==> src/bbc_pkg.sv <==
// Shared widths, command and state encodings and the report format of the basic block counter.

package bbc_pkg;

    // ****************************************
    // Widths and scalar types
    // ****************************************

    localparam int WORD_W   = 16;                 // Block number width, counts wrap at 2^16.
    localparam int THREAD_W = 3;                  // Thread id width, up to 8 threads.

    typedef logic [WORD_W-1:0]   count_t;         // One block number.
    typedef logic [THREAD_W-1:0] thread_t;        // One hardware thread id.

    // ****************************************
    // Commands and controller states
    // ****************************************

    // Sampled on every rising clock edge by the controller.
    typedef enum logic [1:0] {
        CMD_NOP   = 2'd0,                         // No effect.
        CMD_CLEAR = 2'd1,                         // Start a clear sweep.
        CMD_HOLD  = 2'd2,                         // Stop counting, keep the counts.
        CMD_RUN   = 2'd3                          // Resume counting.
    } bbc_cmd_t;

    typedef enum logic [1:0] {
        ST_CLEAR = 2'd0,                          // Zeroing one thread per slot.
        ST_RUN   = 2'd1,                          // Counting block-end events.
        ST_HOLD  = 2'd2                           // Events ignored, counts kept.
    } ctrl_state_t;

    // ****************************************
    // Report word
    // ****************************************

    // One counted event as seen at the top level, 20 bits in all.
    typedef struct packed {
        logic    valid;                           // High for one cycle per counted event.
        thread_t thread;                          // Thread that ended the basic block.
        count_t  block_number;                    // Value after the increment.
    } bbc_report_t;

endpackage

==> src/ram_sdp_no_fw.sv <==
// Simple dual-port block RAM with a registered read port and no write-to-read forwarding.

`timescale 1ns/1ps

module ram_sdp_no_fw #(
    parameter int WORD_W = 16,
    parameter int DEPTH  = 8,
    parameter int ADDR_W = 3
) (
    input  logic              clock,
    input  logic              wren,
    input  logic [ADDR_W-1:0] write_addr,
    input  logic [WORD_W-1:0] write_data,
    input  logic [ADDR_W-1:0] read_addr,
    output logic [WORD_W-1:0] read_data
);

    // ****************************************
    // Storage
    // ****************************************

    logic [WORD_W-1:0] mem [DEPTH];              // Contents are set by the clear sweep.

    // ****************************************
    // Write port
    // ****************************************

    always_ff @(posedge clock) begin
        if (wren) begin
            mem[write_addr] <= write_data;       // Lands at the end of the write cycle.
        end
    end

    // ****************************************
    // Read port
    // ****************************************

    // A read of the word being written in the same cycle sees the old
    // contents, since both ports sample the array on the same edge.
    always_ff @(posedge clock) begin
        read_data <= mem[read_addr];             // Valid one cycle after the address.
    end

endmodule

==> src/delay_line.sv <==
// Register chain that delays a word by a fixed number of clock stages.

`timescale 1ns/1ps

module delay_line #(
    parameter int DEPTH = 2,
    parameter int WIDTH = 16
) (
    input  logic             clock,
    input  logic             rst_n,
    input  logic [WIDTH-1:0] data_in,
    output logic [WIDTH-1:0] data_out
);

    if (DEPTH == 0) begin : g_wire
        assign data_out = data_in;               // No stages, straight through.
    end else begin : g_chain
        logic [WIDTH-1:0] stage [DEPTH];         // stage[0] is the newest word.

        always_ff @(posedge clock or negedge rst_n) begin
            if (!rst_n) begin
                for (int i = 0; i < DEPTH; i++) begin
                    stage[i] <= '0;
                end
            end else begin
                stage[0] <= data_in;
                for (int i = 1; i < DEPTH; i++) begin
                    stage[i] <= stage[i-1];      // Shift one place per clock.
                end
            end
        end

        assign data_out = stage[DEPTH-1];
    end

endmodule

==> src/thread_sequencer.sv <==
// Barrel thread sequencer issuing one thread slot per clock in round-robin order.

`timescale 1ns/1ps

module thread_sequencer #(
    parameter int THREADS = 8
) (
    input  logic              clock,
    input  logic              rst_n,
    output bbc_pkg::thread_t  issue_thread,
    output logic              wrap
);

    localparam bbc_pkg::thread_t LAST_SLOT = bbc_pkg::thread_t'(THREADS - 1);

    // ****************************************
    // Slot counter
    // ****************************************

    always_ff @(posedge clock or negedge rst_n) begin
        if (!rst_n) begin
            issue_thread <= '0;                  // First slot after reset is thread 0.
        end else if (wrap) begin
            issue_thread <= '0;                  // Start the next rotation.
        end else begin
            issue_thread <= issue_thread + 1'b1;
        end
    end

    // Marks the last slot of each rotation.
    assign wrap = (issue_thread == LAST_SLOT);

    // ****************************************
    // Checks
    // ****************************************

    // The RAM has THREADS words, so a slot past the last thread would
    // read and write outside of it.
    a_slot_in_range : assert property (
        @(posedge clock) disable iff (!rst_n)
        int'(issue_thread) < THREADS
    ) else $error("thread slot %0d out of range", issue_thread);

endmodule

==> src/counter_control.sv <==
// Counter controller FSM for the clear sweep, hold and run states.

`timescale 1ns/1ps

module counter_control (
    input  logic              clock,
    input  logic              rst_n,
    input  bbc_pkg::bbc_cmd_t cmd,
    input  bbc_pkg::thread_t  issue_thread,
    input  logic              wrap,
    output logic              count_en,
    output logic              clear_en
);

    bbc_pkg::ctrl_state_t state;
    bbc_pkg::ctrl_state_t state_next;

    logic             mid_start;                 // Sweep began away from slot 0.
    bbc_pkg::thread_t end_slot;                  // Slot the command was sampled in.
    logic             sweep_done;

    // ****************************************
    // Sweep tracking
    // ****************************************

    // An aligned sweep ends on wrap, one started mid-rotation ends on the
    // slot just before its first slot.
    always_ff @(posedge clock or negedge rst_n) begin
        if (!rst_n) begin
            mid_start <= 1'b0;                   // The reset sweep starts at thread 0.
            end_slot  <= '0;
        end else if (state != bbc_pkg::ST_CLEAR && cmd == bbc_pkg::CMD_CLEAR) begin
            mid_start <= !wrap;
            end_slot  <= issue_thread;
        end
    end

    assign sweep_done = mid_start ? (issue_thread == end_slot) : wrap;

    // ****************************************
    // State register and transitions
    // ****************************************

    always_comb begin
        state_next = state;
        case (state)
            bbc_pkg::ST_CLEAR: begin
                if (sweep_done) state_next = bbc_pkg::ST_RUN;  // Commands are ignored here.
            end
            bbc_pkg::ST_RUN: begin
                if (cmd == bbc_pkg::CMD_CLEAR)     state_next = bbc_pkg::ST_CLEAR;
                else if (cmd == bbc_pkg::CMD_HOLD) state_next = bbc_pkg::ST_HOLD;
            end
            bbc_pkg::ST_HOLD: begin
                if (cmd == bbc_pkg::CMD_CLEAR)    state_next = bbc_pkg::ST_CLEAR;
                else if (cmd == bbc_pkg::CMD_RUN) state_next = bbc_pkg::ST_RUN;
            end
            default: state_next = bbc_pkg::ST_CLEAR;         // Unused encoding.
        endcase
    end

    always_ff @(posedge clock or negedge rst_n) begin
        if (!rst_n) begin
            state <= bbc_pkg::ST_CLEAR;          // Counts are unknown until swept.
        end else begin
            state <= state_next;
        end
    end

    assign count_en = (state == bbc_pkg::ST_RUN);
    assign clear_en = (state == bbc_pkg::ST_CLEAR);

    // ****************************************
    // Checks
    // ****************************************

    // A write-back and a clear write must never compete for the RAM port.
    a_run_clear_excl : assert property (
        @(posedge clock) disable iff (!rst_n)
        !(count_en && clear_en)
    ) else $error("count and clear enabled together");

endmodule

==> src/basic_block_counter.sv <==
// Per-thread basic block counter with a read, increment and write-back pipeline.

`timescale 1ns/1ps

module basic_block_counter #(
    parameter int THREADS     = 8,
    parameter int READ_STAGES = 2,
    parameter int INCR_STAGES = 2
) (
    input  logic                 clock,
    input  logic                 rst_n,
    input  bbc_pkg::thread_t     issue_thread,
    input  logic                 block_end,
    input  logic                 count_en,
    input  logic                 clear_en,
    output bbc_pkg::bbc_report_t report
);

    // Thread id and event bit travelling beside the block number.
    typedef struct packed {
        logic             hit;
        bbc_pkg::thread_t thread;
    } tag_t;

    localparam int TAG_W = $bits(tag_t);

    tag_t             tag_issue, tag_incr, tag_write;
    bbc_pkg::count_t  block_number;              // RAM output, stage 1.
    bbc_pkg::count_t  block_number_pre_incr;     // Stage 1 + READ_STAGES.
    bbc_pkg::count_t  block_number_incr;
    bbc_pkg::count_t  block_number_post_incr;    // Stage 1 + READ_STAGES + INCR_STAGES.
    logic             wren;
    bbc_pkg::thread_t write_thread;
    bbc_pkg::count_t  write_data;

    // ****************************************
    // Block number storage
    // ****************************************

    ram_sdp_no_fw #(
        .WORD_W (bbc_pkg::WORD_W),
        .DEPTH  (THREADS),
        .ADDR_W (bbc_pkg::THREAD_W)
    ) i_ram (
        .clock      (clock),
        .wren       (wren),
        .write_addr (write_thread),
        .write_data (write_data),
        .read_addr  (issue_thread),              // Every slot reads its own thread.
        .read_data  (block_number)
    );

    // ****************************************
    // Data path
    // ****************************************

    delay_line #(.DEPTH(READ_STAGES), .WIDTH(bbc_pkg::WORD_W)) i_dly_raw (
        .clock (clock), .rst_n (rst_n),
        .data_in (block_number), .data_out (block_number_pre_incr)
    );

    assign block_number_incr = block_number_pre_incr + bbc_pkg::count_t'(1);  // Wraps at 2^16.

    delay_line #(.DEPTH(INCR_STAGES), .WIDTH(bbc_pkg::WORD_W)) i_dly_cooked (
        .clock (clock), .rst_n (rst_n),
        .data_in (block_number_incr), .data_out (block_number_post_incr)
    );

    // ****************************************
    // Tag path
    // ****************************************

    assign tag_issue = '{hit: block_end && count_en, thread: issue_thread};

    // One extra stage matches the registered RAM read.
    delay_line #(.DEPTH(1 + READ_STAGES), .WIDTH(TAG_W)) i_dly_tag_raw (
        .clock (clock), .rst_n (rst_n), .data_in (tag_issue), .data_out (tag_incr)
    );

    delay_line #(.DEPTH(INCR_STAGES), .WIDTH(TAG_W)) i_dly_tag_cooked (
        .clock (clock), .rst_n (rst_n), .data_in (tag_incr), .data_out (tag_write)
    );

    // ****************************************
    // Write port and report
    // ****************************************

    // The clear sweep takes the write port, write-backs in flight are lost.
    assign wren         = clear_en || tag_write.hit;
    assign write_thread = clear_en ? issue_thread : tag_write.thread;
    assign write_data   = clear_en ? '0 : block_number_post_incr;

    assign report = '{valid:        tag_write.hit,
                      thread:       tag_write.thread,
                      block_number: block_number_post_incr};

    // The write-back must land before the same thread is read again.
    a_depth_fits : assert property (
        @(posedge clock) (1 + READ_STAGES + INCR_STAGES) < THREADS
    ) else $error("pipeline depth does not fit in one thread rotation");

endmodule

==> src/bbc_top.sv <==
// Top level of the per-thread basic block counter for a barrel-scheduled processor.

`timescale 1ns/1ps

module bbc_top #(
    parameter int THREADS     = 8,               // Legal from 6 to 8.
    parameter int READ_STAGES = 2,
    parameter int INCR_STAGES = 2
) (
    input  logic                 clock,
    input  logic                 rst_n,
    input  bbc_pkg::bbc_cmd_t    cmd,
    input  logic                 block_end,
    output bbc_pkg::thread_t     issue_thread,
    output logic                 busy,
    output bbc_pkg::bbc_report_t report
);

    logic wrap;                                  // Last slot of the rotation.
    logic count_en;
    logic clear_en;

    // ****************************************
    // Thread slots
    // ****************************************

    thread_sequencer #(
        .THREADS (THREADS)
    ) i_thread_sequencer (
        .clock        (clock),
        .rst_n        (rst_n),
        .issue_thread (issue_thread),
        .wrap         (wrap)
    );

    // ****************************************
    // Control
    // ****************************************

    counter_control i_counter_control (
        .clock        (clock),
        .rst_n        (rst_n),
        .cmd          (cmd),
        .issue_thread (issue_thread),
        .wrap         (wrap),
        .count_en     (count_en),
        .clear_en     (clear_en)
    );

    assign busy = clear_en;                      // High for the whole clear sweep.

    // ****************************************
    // Counter pipeline
    // ****************************************

    basic_block_counter #(
        .THREADS     (THREADS),
        .READ_STAGES (READ_STAGES),
        .INCR_STAGES (INCR_STAGES)
    ) i_basic_block_counter (
        .clock        (clock),
        .rst_n        (rst_n),
        .issue_thread (issue_thread),
        .block_end    (block_end),
        .count_en     (count_en),
        .clear_en     (clear_en),
        .report       (report)
    );

endmodule

==> config.mk <==
export PLATFORM = sky130hd
export DESIGN_NAME = bbc_top
export DESIGN_NICKNAME = d
export VERILOG_FILES = /design/src/bbc_pkg.sv /design/src/ram_sdp_no_fw.sv /design/src/delay_line.sv /design/src/thread_sequencer.sv /design/src/counter_control.sv /design/src/basic_block_counter.sv /design/src/bbc_top.sv
export SDC_FILE = /design/constraint.sdc
export NUM_CORES = 1
export LEC_CHECK = 0
export BUFFER_PORTS_ARGS = -buffer_cell sky130_fd_sc_hd__buf_2
export CORE_AREA = 2 2 145 105
export DETAILED_ROUTE_END_ITERATION = 7
export DIE_AREA = 0 0 147 107
export PLACE_DENSITY = 0.83
export SLEW_MARGIN = 30
export SYNTH_ARGS = -nofsm -noshare
export SYNTH_HDL_FRONTEND = slang
export SYNTH_SLANG_ARGS = --single-unit
==> constraint.sdc <==
create_clock -name clock -period 3 [get_ports clock]
set_input_delay 0.3 -clock clock [delete_from_list [all_inputs] [get_ports clock]]
set_output_delay 0.3 -clock clock [all_outputs]
set_load 0.05 [all_outputs]
# --- After elaboration in Yosys (flattened, before gate mapping) ---
# Memories as Yosys holds them, arrays and structs flattened. A register that Yosys moved wholly into a read port is not among the register bits.
# Index checks and enable logic that the tools add are counted.
classes:
  n_addsub: 2
  multipliers: 0
  div: 0
  n_lt_le_gt_ge: 0
  eq_ne: 10
  shifts: 0
  muxes: 12
  bitwise_logic: 0
  n_reduce_logical: 7
op_table:
  columns: ["op", "n"]
  rows:
  - ["16-bit by 1-bit adder with 16-bit output, second input constant", 1]
  - ["16-bit 2-to-1 mux", 1]
  - ["2-bit 2-to-1 mux", 5]
  - ["2-bit equality test, second input constant", 3]
  - ["3-bit 2-to-1 mux", 2]
  - ["2-bit one-hot mux with 3 select lines", 1]
  - ["2-bit by 1-bit equality test with 1-bit output, second input constant", 2]
  - ["3-bit by 1-bit adder with 3-bit output, second input constant", 1]
  - ["3-bit equality test", 1]
  - ["3-bit equality test, second input constant", 1]
  - ["1-bit 2-to-1 mux", 3]
  - ["3-bit by 1-bit != test with 1-bit output, second input constant", 1]
  - ["3-bit != test, second input constant", 1]
  - ["3-bit AND reduction", 1]
  - ["1-bit logical AND", 2]
  - ["2-bit logical NOT", 1]
  - ["2-bit != test, second input constant", 1]
  - ["2-bit nonzero test", 1]
  - ["1-bit logical NOT", 1]
  - ["1-bit logical OR", 1]
word_totals:
  reg_bits: 93
  latch_bits: 0
  mem_bits_rw: 128
  romBits: 0
  wordCells: 45
  memories: 1
mem_list:
  columns: ["name", "depth", "word_bits", "read_ports", "rd_clocked_by_memory_dff", "wr", "line_no", "text"]
  rows:
  - ["i_basic_block_counter.i_ram.mem", 8, 16, 1, 1, 1, "ram_sdp_no_fw.sv:22", "logic [WORD_W-1:0] mem [DEPTH];"]

# --- Logic depth before layout (Yosys ltp) ---
# Gate-level depths: netlist of run 1.
depth:
  ltp_word: 4
  ltp_mapped: 6

# --- Cells and area by module ---
# A second synthesis of run 1 with hierarchy kept.
hier_totals:
  cells_unflattened: 435
  area_unflattened_um2: 8558.2
modules_own_cells:
  columns: ["mod", "instances", "cells_each", "area_each_um2", "seq_area_each_um2"]
  rows:
  - ["ram_sdp_no_fw", 1, 214, 5293.8, 4164.0]
  - ["delay_line at i_basic_block_counter.i_dly_cooked ...", 2, 48, 920.9, 800.8]
  - ["basic_block_counter", 1, 66, 451.7, 0.0]
  - ["delay_line at i_basic_block_counter.i_dly_tag_raw", 1, 16, 330.3, 300.3]
  - ["counter_control", 1, 25, 306.5, 150.1]
  - ["delay_line at i_basic_block_counter.i_dly_tag_cooked", 1, 12, 230.2, 200.2]
  - ["thread_sequencer", 1, 6, 103.8, 75.1]

# --- Least setup slack after synthesis of run 1 ---
# Ideal clock, no wire load.
synth_timing:
  path_type: "flip-flop to flip-flop"
  start: "register i_counter_control.state[0]"
  end: "memory i_basic_block_counter.i_ram.mem[2][0] (enable)"
  setup_time_ps: 388
  arrival_time_ps: 2111
  t_required_ps: 2612
  setup_slack_ps: 501
  stages_incl_launch_ff: 6
  n_path_buf: 0
  period_less_slack_ps: 2499
  path_cell_list: "dfrtp_1 or2_2 clkinv_1 nor3b_1 a31oi_1 nor2_1"
synth_via:
  elab_chain_len: 4
  elab_cells_between_ends: 5
  cone_classes: "mux: 3; reduce/logical: 2"
synth_rtl:
  columns: ["item", "line_no", "text"]
  rows:
  - ["start: declaration", "counter_control.sv:15", "bbc_pkg::ctrl_state_t state;"]
  - ["start signal: assignment", "counter_control.sv:64", "state <= bbc_pkg::ST_CLEAR;"]
  - ["start signal: assignment", "counter_control.sv:66", "state <= state_next;"]
  - ["2-bit logical NOT *", "counter_control.sv:71", "assign clear_en = (state == bbc_pkg::ST_CLEAR);"]
  - ["via busy", "bbc_top.sv:15", "output logic busy,"]
  - ["1-bit logical OR", "basic_block_counter.sv:89", "assign wren = clear_en || tag_write.hit;"]
  - ["1-bit 2-to-1 mux", "ram_sdp_no_fw.sv:29", "if (wren) begin"]
  - ["1-bit 2-to-1 mux (not written as such)", "ram_sdp_no_fw.sv:30", "mem[write_addr] <= write_data;"]
  - ["end: declaration", "ram_sdp_no_fw.sv:22", null]
# The timed path passes the listed nets; every way through them passes the cells marked *.

# --- Worst setup path in the final report of run 1 ---
layout_timing:
  start: "register i_counter_control.state[0]"
  end: "memory i_basic_block_counter.i_ram.mem[5][7] (enable)"
layout_via:
  elab_chain_len: 4
  elab_cells_between_ends: 5
  cone_classes: "mux: 3; reduce/logical: 2"
layout_rtl:
  columns: ["item", "line_no"]
  rows:
  - ["2-bit logical NOT *", "counter_control.sv:71"]
  - ["1-bit logical OR", "basic_block_counter.sv:89"]
  - ["1-bit 2-to-1 mux", "ram_sdp_no_fw.sv:29"]
  - ["1-bit 2-to-1 mux (not written as such)", "ram_sdp_no_fw.sv:30"]
# Mark *: on every way between the ends. The rest lies on a longest branch, timed or not.

==> impl_metrics.toml, run 1 <==
[power]
p_switching_w = 0.00182
pwr-share-clk = 0.351
p_comb_frac = 0.113
internal_power_w = 0.00572
swShare = 0.241
vdd_drop_max_mv = 0.427
power.density_nw_per_um2 = 804
power_frac_seq = 0.536
p_leak_nw = 3.52

[critical_path]
r2r_setup_slack_ns = 0.68
crit_family = "simple AND/OR/NAND/NOR gates"
crit_chain = "or2_2 > clkinv_1 > nor3b_1 > a31oi_1 > nor2_1 > buf_4"
regToRegStartpoint = "i_counter_control.state[0]"
critPathLaunchType = "flip-flop"
crit_path_max_fanout = 23
critPathMaxStageDelay_ns = 0.44
worst_r2r_endpoint = "i_basic_block_counter.i_ram.mem[5][7]"
crit_type = "flip-flop to flip-flop"
worst_path_max_delay_cell = "dfrtp_1"
critPathArrivalTime_ns = 2.50
endpoint_kind = "flip-flop"
r2r_cells = 6
critical_path_required_ns = 3.18
crit_buf_inv = 2

[detailed_routing]
top_layer_used = "met5"
routed-via-count = 3899
route.met3.wl_mm = 1.23
firstDrtPassIters = 4
ant_nets = 0
drc = 0
viasPerCell = 5.80
drt-initial-drc-count = 427
routed_wl_mm = 15.4
dr_wl_met2_mm = 7.22
m1WireLength_mm = 6.65
wire_per_inst_um = 23.0

[timing]
fin_crit_ns = 2.32
hold_viol_final = 0
fin_setup_tns_ns = 0
clock.fmax_mhz = 431
worstMarginPinSlew_ns = 0.777
relSlewSlack = 0.482
fin_crit_sh = 0.773
rsz0062_at_grt = "false"
drv_slew = 0
finClkSkew_ns = 0.00721
setup_viol = 0

[final_layout]
num_antenna_cells = 0
area_growth_pct = 11.5
n_fill_cell = 890
final_common_cell = "edfxtp_1"
final_net_count = 471
layout-drive-gt1-share = 0.210
final_cell_mix = "edfxtp_1 (128), dfrtp_1 (92), buf_2 (27)"
design_area_sq_um = 9380

[job]
cap_violations = 0

[clock_tree]
clk_latency_ns = 0.49
htreeDepth = 1
clkSinkCount = 237
clockRootBuffer = "clkbuf_16"
clk_path_buf_depth = 3
numCtsBuffers = 22
path_clk_slew_ns = 0.07
cts_tree = "built"
postCtsSetupBuffers = 0

[floorplanning]
pin_count = 29
die_h_um = 107
coreArea_sq_um = 14400
initial_core_util = 0.586
dieArea_sq_um = 15700
row_count = 37
die_w_um = 147

[synth]
synthCells = 430
synth_warnings = 0
synth_fp_nets = 440
seq_area_frac_synth = 0.772
synthTopCellsByArea = "edfxtp_1 (46%), dfrtp_1 (28%), mux4_1 (7.2%)"
ys_ff_latch = 237
yosys.area.top_type = "edfxtp_1"
yosysTopAreaCellShare = 0.457
ys_types = 30
synth_area_sq_um = 8410
syn_avg_cell_area_sq_um = 19.6

[global_routing]
track_usage = 0.205
first_global_vias = 3882
antenna_found_initial = 2
grt_pass1_wl_mm = 23.5
grt_start_max_net_pins = 86
grt-ovfl-total = 0

[min_path]
hp-start = "block_end"
min_path_type = "primary input to flip-flop"
hold_depth = 2

[placement]
gp_congestion = 0.819
dpl-instance-area_sq_um = 8670
hpwl_mm = 9.56
io_buffers = 28

[run_status]
status = "finished, final reports clean"
==> Yosys cell counts <==
cell type	count
edfxtp_1	128
dfrtp_1	93
buf_4	23
mux4_1	23
and2_1	17
mux2_2	17
dfxtp_1	16
nor2_1	13
xnor2_1	12
nand2_1	10
mux4_2	9
inv_1	7
a31oi_1	6
and3_1	6
clkbuf_1	6
nand3_1	6
ha_1	5
nor3b_1	5
xor2_1	5
buf_6	4
o21ai_0	4
nand4_1	3
nor3_1	3
a21oi_1	2
buf_2	2
and4_1	1
clkinv_1	1
nand3b_1	1
nor4_1	1
or2_2	1
==> flip-flops by register name (all words and copies together), names as in the netlist, 8 cells and up <==
register	count
i_basic_block_counter.i_dly_cooked.data_out	16
i_basic_block_counter.i_dly_cooked.g_chain.stage	16
i_basic_block_counter.i_dly_tag_raw.g_chain.stage	8
i_basic_block_counter.i_ram.read_data	16
i_basic_block_counter.i_dly_raw.g_chain.stage	16
i_basic_block_counter.i_ram.mem	128
i_basic_block_counter.i_dly_raw.data_out	16
==> what timing repair did <==
action                                  CTS  global route
gates resized for setup                   0             0
endpoints found under the setup margin    0             0
endpoints found under the hold margin    93             0
hold buffers                              1             0
==> kinds of logic (layout without fill, tap and decap cells) <==
logic type | Yosys count | in the layout | share of synthesized area
mux | 49 | 49 | 0.119
fa+ha+maj | 5 | 5 | 0.00744
flops | 237 | 237 | 0.772
compound gates | 12 | 12 | 0.00804
xor+xnor | 17 | 17 | 0.0177
simple gates | 67 | 67 | 0.0429
buf+inv | 43 | 90 | 0.0333
==> worst reg2reg max path: cells and delay by family (launching register included) <==
| kind | cells | cell delay (ns) |
|---|---|---|
| compound gates | 1 | 0.10 |
| buf+inv | 2 | 0.61 |
| flops | 1 | 0.44 |
| simple gates | 3 | 0.84 |
==> power by group through the flow <==
| stage | combinational (W) | sequential [W] | clock [W] |
|---|---|---|---|
| finish | 0.000849 | 0.00404 | 0.00265 |
| global route | 0.000911 | 0.00406 | 0.00282 |
| CTS | 0.000844 | 0.00405 | 0.00269 |
| detailed placement | 0.000829 | 0.00411 | 0 |
| global placement | 0.000786 | 0.00408 | 0 |
| floorplan | 0.000514 | 0.00407 | 0 |
==> worst max-delay path by stage <==
| stage | endpoint | cells past startpoint | startpoint |
|---|---|---|---|
| 4_1_cts | i_basic_block_counter.i_ram.mem[5][7] | 6 | i_counter_control.state[0] |
| 5_1_grt | i_basic_block_counter.i_ram.mem[5][3] | 6 | i_counter_control.state[0] |
| 3_5_place_dp | i_basic_block_counter.i_ram.mem[2][1] | 6 | i_counter_control.state[0] |
| 6_report | i_basic_block_counter.i_ram.mem[5][7] | 6 | i_counter_control.state[0] |
| 3_3_place_gp | i_basic_block_counter.i_ram.mem[2][1] | 6 | i_counter_control.state[0] |
| 2_1_floorplan | i_basic_block_counter.i_ram.mem[2][0] | 5 | i_counter_control.state[0] |
==> per-stage QoR <==
stage | hold slack [ns] | utilization | power (W) | setup WS [ns] | cells
2_1_floorplan | 0.00441 | - | 0.00458 | 0.501 | 430
3_3_place_gp | 0.128 | 0.604 | 0.00487 | 0.913 | 631
3_5_place_dp | 0.132 | 0.604 | 0.00494 | 0.830 | 631
4_1_cts | 0.0393 | 0.653 | 0.00758 | 0.753 | 672
5_1_grt | 0.0388 | 0.653 | 0.00780 | 0.580 | 672
6_report | 0.0685 | 0.653 | 0.00754 | 0.680 | 672
==> layer usage <==
metal | global-route usage | vias to the layer above
met5 | 0 | -
met1 | 0.304 | 2026
li1 | - | 1655
met4 | 0.0536 | 2
met2 | 0.318 | 185
met3 | 0.0426 | 31
==> cell type report <==
type	instances	area (sq um)	area share
clock buffer	36	676	0.0721
clock inverter	4	20.0	0.00214
inverter	8	30.0	0.00320
multi-input combinational	150	1640	0.175
sequential	237	6490	0.693
tap	195	244	0.0260
timing repair buffer	42	275	0.0294
(Power assumes the default switching activity.)
==> run 2, diff against run 1 <==
--- a/config.mk
+++ b/config.mk
@@ -6,10 +6,10 @@
 export NUM_CORES = 1
 export LEC_CHECK = 0
 export BUFFER_PORTS_ARGS = -buffer_cell sky130_fd_sc_hd__buf_2
-export CORE_AREA = 2 2 145 105
+export CORE_AREA = 2 2 151 109
 export DETAILED_ROUTE_END_ITERATION = 7
-export DIE_AREA = 0 0 147 107
-export PLACE_DENSITY = 0.83
+export DIE_AREA = 0 0 153 111
+export PLACE_DENSITY = 0.81
 export SLEW_MARGIN = 30
 export SYNTH_ARGS = -nofsm -noshare
 export SYNTH_HDL_FRONTEND = slang
==> constraint.sdc (replaced) <==
create_clock -name clock -period 1.97 [get_ports clock]
set_input_delay 0.197 -clock clock [delete_from_list [all_inputs] [get_ports clock]]
set_output_delay 0.197 -clock clock [all_outputs]
set_load 0.05 [all_outputs]
==> run 2 against run 1 <==
  * Die area is 8.0% higher
  * Sequential share of layout area fell by 2.6 points
  * Routed wire length is 0.41% lower
  * Maximum frequency increased by 19%
  * Setup slack worse by 0.66 ns
  * Clock-buffer cell count down 13
  * Global-route usage fell by 1.9 points
  * Sequential power rose by 52%
  * Utilization decreased by 3.6 points
  * Clock skew increased by 0.019 ns
  * Register-to-register slack got worse by 0.66 ns
  * Non-clock buffer count is 11 higher
==> impl_metrics.toml, run 2 (synthesis gave the netlist of run 1 again) <==
[timing]
setup_viol = 0
finClkSkew_ns = 0.0259
hold_viol_final = 0
fin_crit_ns = 1.95
fin_worst_hold_slack_ns = 0.126
drv_slew = 0
fin_crit_sh = 0.992
clock.fmax_mhz = 512
fin_setup_tns_ns = 0
relSlewSlack = 0.599
worstMarginPinSlew_ns = 0.599

[power]
power_w = 0.0121
vdd_drop_max_mv = 0.551
p_leak_nw = 3.63
power.density_nw_per_um2 = 1240

[clock_tree]
path_clk_slew_ns = 0.07
clockRootBuffer = "clkbuf_16"
clk_latency_ns = 0.51
clk_path_buf_depth = 3
htreeDepth = 1
clkSinkCount = 237
cts_tree = "built"
numCtsBuffers = 21

[critical_path]
critPathLaunchType = "flip-flop"
regToRegStartpoint = "i_counter_control.state[0]"
critPathArrivalTime_ns = 2.15
r2r_setup_slack_ns = 0.02
crit_path_max_fanout = 16
endpoint_kind = "flip-flop"
critical_path_required_ns = 2.17
crit_type = "flip-flop to flip-flop"
cp-startpoint = "i_counter_control.state[0]"
worst_r2r_endpoint = "i_basic_block_counter.i_ram.mem[1][13]"
r2r_cells = 6

[final_layout]
num_antenna_cells = 0
final_net_count = 481
largest_reg_flops = 128
final_common_cell = "edfxtp_1"
fin_cells = 689
design_area_sq_um = 9740
largest_register = "i_basic_block_counter.i_ram.mem"
final_cell_mix = "edfxtp_1 (128), dfrtp_1 (92), buf_2 (26)"
layout-drive-gt1-share = 0.262
n_fill_cell = 1001
area_growth_pct = 15.8

[global_routing]
grt_pass1_wl_mm = 23.6
antenna_found_initial = 0
track_usage = 0.186
grt_start_max_net_pins = 50
grt-ovfl-total = 0
first_global_vias = 3996

[floorplanning]
die_h_um = 111
row_count = 39
pin_count = 29
initial_core_util = 0.534
dieArea_sq_um = 17000
coreArea_sq_um = 15800
die_w_um = 153

[min_path]
hold_depth = 3
min_to = "i_counter_control.state[1]"
min_path_type = "primary input to flip-flop"
hp-start = "cmd[0]"

[detailed_routing]
wire_per_inst_um = 22.3
ant_nets = 0
drc = 0
routed-via-count = 3843
viasPerCell = 5.58
drt-initial-drc-count = 280
firstDrtPassIters = 5
routed_wl_mm = 15.4

[placement]
hpwl_mm = 9.45
dpl-instance-area_sq_um = 8850
gp_congestion = 0.831
dp_cells = 644
io_buffers = 28

[job]
cap_violations = 0

[run_status]
status = "finished, final reports clean"
==> run 2: changes by cell type in the layout (fill, tap and decap cells not counted), moves of 2 or more <==
cell and delta:
a31oi_1 -4, a31oi_2 +4, buf_12 +12, buf_4 -2, bufinv_16 +4, clkbuf_1 -8
clkbuf_16 -3, clkbuf_8 -2, inv_4 +2, nor2_1 -8, nor2_4 +8
==> run 2: worst max-delay path: stages, from the launching register on <==
cell and delay, ns:
dfrtp_1 0.35, or2_2 0.23, clkinv_2 0.22, nor3_1 0.33
a31oi_2 0.14, nor2_4 0.18, buf_12 0.17
==> run 2: report_power, final <==
| group | switching, W | internal (W) | total, W |
|---|---|---|---|
| registers | 0.000135 | 0.00601 | 0.00614 |
| clock network | 0.00169 | 0.00252 | 0.00421 |
| logic | 0.00117 | 0.000567 | 0.00173 |
| total | 0.00300 | 0.00909 | 0.0121 |
==> run 2: through the flow <==
stage | setup WS (ns) | util
2_1_floorplan | 0.107 | -
3_3_place_gp | 0.0798 | 0.562
3_5_place_dp | -0.0364 | 0.562
4_1_cts | 0.0314 | 0.616
5_1_grt | -0.0683 | 0.618
6_report | 0.0162 | 0.618
==> run 2: area by class of cell <==
class | count | area (sq um) | area share
clock inverter | 13 | 169 | 0.0173
multi-input combinational | 150 | 1730 | 0.178
tap | 205 | 256 | 0.0263
timing repair buffer | 53 | 513 | 0.0527
clock buffer | 23 | 543 | 0.0558
inverter | 8 | 31.3 | 0.00321
sequential | 237 | 6490 | 0.667
==> run 2: repair_timing <==
item,in CTS,in global routing
setup endpoints to repair,84,85
hold endpoints to repair,94,0
resized for setup,0,5
buffers inserted,7,0
hold buffers,2,0
pin swaps,6,0
==> run 2: layer usage <==
layer	part of all wire	wire, um	vias to the layer above	track usage
met3	0.070	1070	24	0.0457
met2	0.45	6980	129	0.281
met4	0.021	329	0	0.0481
met5	0	0	-	0
li1	-	-	1675	-
met1	0.46	7000	2015	0.277
==> run 2: worst max path at each step <==
stage          slack (ns)                                     end
2_1_floorplan        0.11   i_basic_block_counter.i_ram.mem[2][0]
3_3_place_gp         0.08   i_basic_block_counter.i_ram.mem[4][2]
3_5_place_dp        -0.04   i_basic_block_counter.i_ram.mem[5][1]
4_1_cts              0.03  i_basic_block_counter.i_ram.mem[1][13]
5_1_grt             -0.07  i_basic_block_counter.i_ram.mem[1][10]
6_report             0.02  i_basic_block_counter.i_ram.mem[1][13]
==> run 3, diff against run 2 <==
--- a/config.mk
+++ b/config.mk
@@ -5,10 +5,11 @@
 export SDC_FILE = /design/constraint.sdc
 export NUM_CORES = 1
 export LEC_CHECK = 0
+export ABC_AREA = 1
 export BUFFER_PORTS_ARGS = -buffer_cell sky130_fd_sc_hd__buf_2
-export CORE_AREA = 2 2 151 109
+export CORE_AREA = 2 2 154 111
 export DETAILED_ROUTE_END_ITERATION = 7
-export DIE_AREA = 0 0 153 111
+export DIE_AREA = 0 0 156 113
 export PLACE_DENSITY = 0.81
 export SLEW_MARGIN = 30
 export SYNTH_ARGS = -nofsm -noshare
==> run 3 against run 2 <==
  * Flip-flop and latch count did not move
  * Synthesized area is 3.5% higher
  * Combinational power increased by 25%
  * Routed wire length increased by 11%
  * Utilization decreased by 0.72 points
  * Register-to-register slack improved by 0.15 ns
  * Synthesized cell count increased by 54%
  * Largest cell class unchanged
  * Critical path depth decreased by 3
  * Global-route usage grew 1.5 points
  * Maximum frequency is 4.7% higher
  * Final area rose by 0.67%
  * Die area rose by 3.8%
  * Largest power group unchanged
  * Critical endpoint is now busy
==> impl_metrics.toml, run 3 <==
[placement]
hpwl_mm = 10.8
gp_congestion = 0.852
io_buffers = 28
pre_cts_slack_ns = 0.227

[power]
internal_power_w = 0.00959
power_frac_seq = 0.524
p_comb_frac = 0.164
swShare = 0.270
power.density_nw_per_um2 = 1340
p_switching_w = 0.00354
vdd_drop_max_mv = 0.560
pwr-share-clk = 0.312
p_leak_nw = 3.96

[floorplanning]
row_count = 39
coreArea_sq_um = 16100
die_h_um = 113
pin_count = 29
die_w_um = 156
dieArea_sq_um = 17600
initial_core_util = 0.542

[final_layout]
final_common_cell = "edfxtp_1"
final_net_count = 712
area_growth_pct = 12.6
largest_reg_flops = 128
layout-drive-gt1-share = 0.198
final_util = 0.611
largest_register = "i_basic_block_counter.i_ram.mem"
num_antenna_cells = 0
final_cell_mix = "edfxtp_1 (128), dfrtp_1 (92), nand2_1 (86)"

[timing]
rsz0062_at_grt = "false"
clock.fmax_mhz = 536
fin_crit_sh = 0.947
finClkSkew_ns = 0.0171
relSlewSlack = 0.577
drv_slew = 0
worst_slack_ns = 0.104
worstMarginPinSlew_ns = 0.631
setup_viol = 0
hold_viol_final = 0
fin_crit_ns = 1.87

[synth]
synth_most_common_cell = "edfxtp_1"
yosysTopAreaCellShare = 0.441
yosys.area.top_type = "edfxtp_1"
synth_commonest_cells = "edfxtp_1 (128), dfrtp_1 (93), nand2_1 (86), nor2_1 (75), o21ai_0 (64)"
synth_warnings = 0
synthTopCellsByArea = "edfxtp_1 (44%), dfrtp_1 (27%), nand2_1 (3.7%)"
async_reset_ff_frac = 0.392
ys_types = 29
synth-edff-count = 128
synth_ff_type = "edfxtp_1"
synth_fp_nets = 674
seq_area_frac_synth = 0.746
synthCells = 664
synth_area_sq_um = 8710
syn_avg_cell_area_sq_um = 13.1
ys_ff_latch = 237

[clock_tree]
clk_path_buf_depth = 3
numCtsBuffers = 22
path_clk_slew_ns = 0.06
clkSinkCount = 237
postCtsSetupBuffers = 0
htreeDepth = 1
clk_latency_ns = 0.51
cts_tree = "built"
clockRootBuffer = "clkbuf_16"

[detailed_routing]
route.met3.wl_mm = 1.84
routed_wl_mm = 17.0
dr_wl_met2_mm = 7.61
viasPerCell = 5.49
drt-initial-drc-count = 508
drc = 0
firstDrtPassIters = 5
top_layer_used = "met4"
wire_per_inst_um = 18.4
m1WireLength_mm = 7.30
routed-via-count = 5063
ant_nets = 0

[min_path]
min_path_type = "primary input to flip-flop"

[critical_path]
critPathLaunchType = "flip-flop"
endpoint_kind = "output port"
crit_chain = "nor2_4 > buf_6 > buf_4"
crit_type = "flip-flop to output port"
critPathMaxStageDelay_ns = 0.42
worst_path_max_delay_cell = "dfrtp_1"
crit_path_max_fanout = 16
critical_path_required_ns = 1.77
critPathArrivalTime_ns = 1.67
r2r_setup_slack_ns = 0.17

[global_routing]
grt-ovfl-total = 0
antenna_found_initial = 0
first_global_vias = 4957
grt_start_max_net_pins = 67
track_usage = 0.202
grt_pass1_wl_mm = 27.0

[run_status]
status = "finished, final reports clean"

[job]
cap_violations = 0
## run 3: cell count changes in the layout (fill, tap and decap cells not counted), moves of 32 or more
cell and change:
inv_1 +32, nand2_1 +76, nor2_1 +66, nor2_2 +35, o21ai_0 +60, o22ai_1 +32
## run 3: what timing repair did
item,CTS,global route
hold buffers,2,0
endpoints found under the hold margin,94,0
setup endpoints to repair,1,1
resized for setup,1,1
## run 3: logic make-up after synthesis
logic type      share of synthesized area
buf+inv                            0.0621
fa+ha+maj                         0.00718
simple gates                        0.106
compound gates                     0.0670
xor+xnor                           0.0121
flops                               0.746
## run 3: routing by layer
metal	track usage	vias up
met4	0.0612	0
met3	0.0506	20
met2	0.298	287
met1	0.299	2461
met5	0	-
li1	-	2295
## run 3: worst paths after layout
path | cells past startpoint | start | endpoint
min in group asynchronous | 2 | rst_n | i_counter_control.mid_start
worst min-delay path | 5 | cmd[1] | i_counter_control.state[1]
worst max-delay path | 3 | i_counter_control.state[1] | busy
max in group asynchronous | 3 | rst_n | i_basic_block_counter.i_dly_raw.g_chain.stage[27]
worst min register to register | 0 | i_basic_block_counter.i_ram.read_data[9] | i_basic_block_counter.i_dly_raw.g_chain.stage[25]
worst max register to register | 6 | i_counter_control.state[1] | i_basic_block_counter.i_ram.mem[0][14]
## run 3: power groups by stage
stage	clock (W)	sequential, W	combinational (W)
floorplan	0	0.00687	0.00122
global placement	0	0.00692	0.00197
detailed placement	0	0.00696	0.00209
CTS	0.00419	0.00688	0.00212
global route	0.00438	0.00696	0.00237
finish	0.00409	0.00688	0.00216
## run 3: final cells by class
cell class / instances / area, sq um
Clock buffer: 33 / 673
Clock inverter: 7 / 48.8
Sequential cell: 237 / 6490
Inverter: 43 / 161
Tap cell: 205 / 256
Multi-Input combinational cell: 336 / 1690
Fill cell: 1160 / 6250
Timing Repair Buffer: 62 / 484
## run 3: worst max-delay path, delay by kind of cell, from the launching register on
kind | cells | cell delay (ns)
buffers and inverters | 2 | 0.48
flip-flops | 1 | 0.42
AND/OR/NAND/NOR | 1 | 0.26
## run 3: stage by stage
| stage | TNS, ns | instances | power (W) | cell area, sq um | hold WS [ns] |
|---|---|---|---|---|---|
| floorplan | -3.73 | 664 | 0.00809 | 8720 | -0.0986 |
| global placement | 0 | 881 | 0.00890 | 9050 | 0.126 |
| detailed placement | 0 | 881 | 0.00906 | 9050 | 0.133 |
| CTS | 0 | 923 | 0.0132 | 9800 | 0.0936 |
| global route | 0 | 923 | 0.0137 | 9800 | 0.176 |
| finish | 0 | 923 | 0.0131 | 9800 | 0.123 |
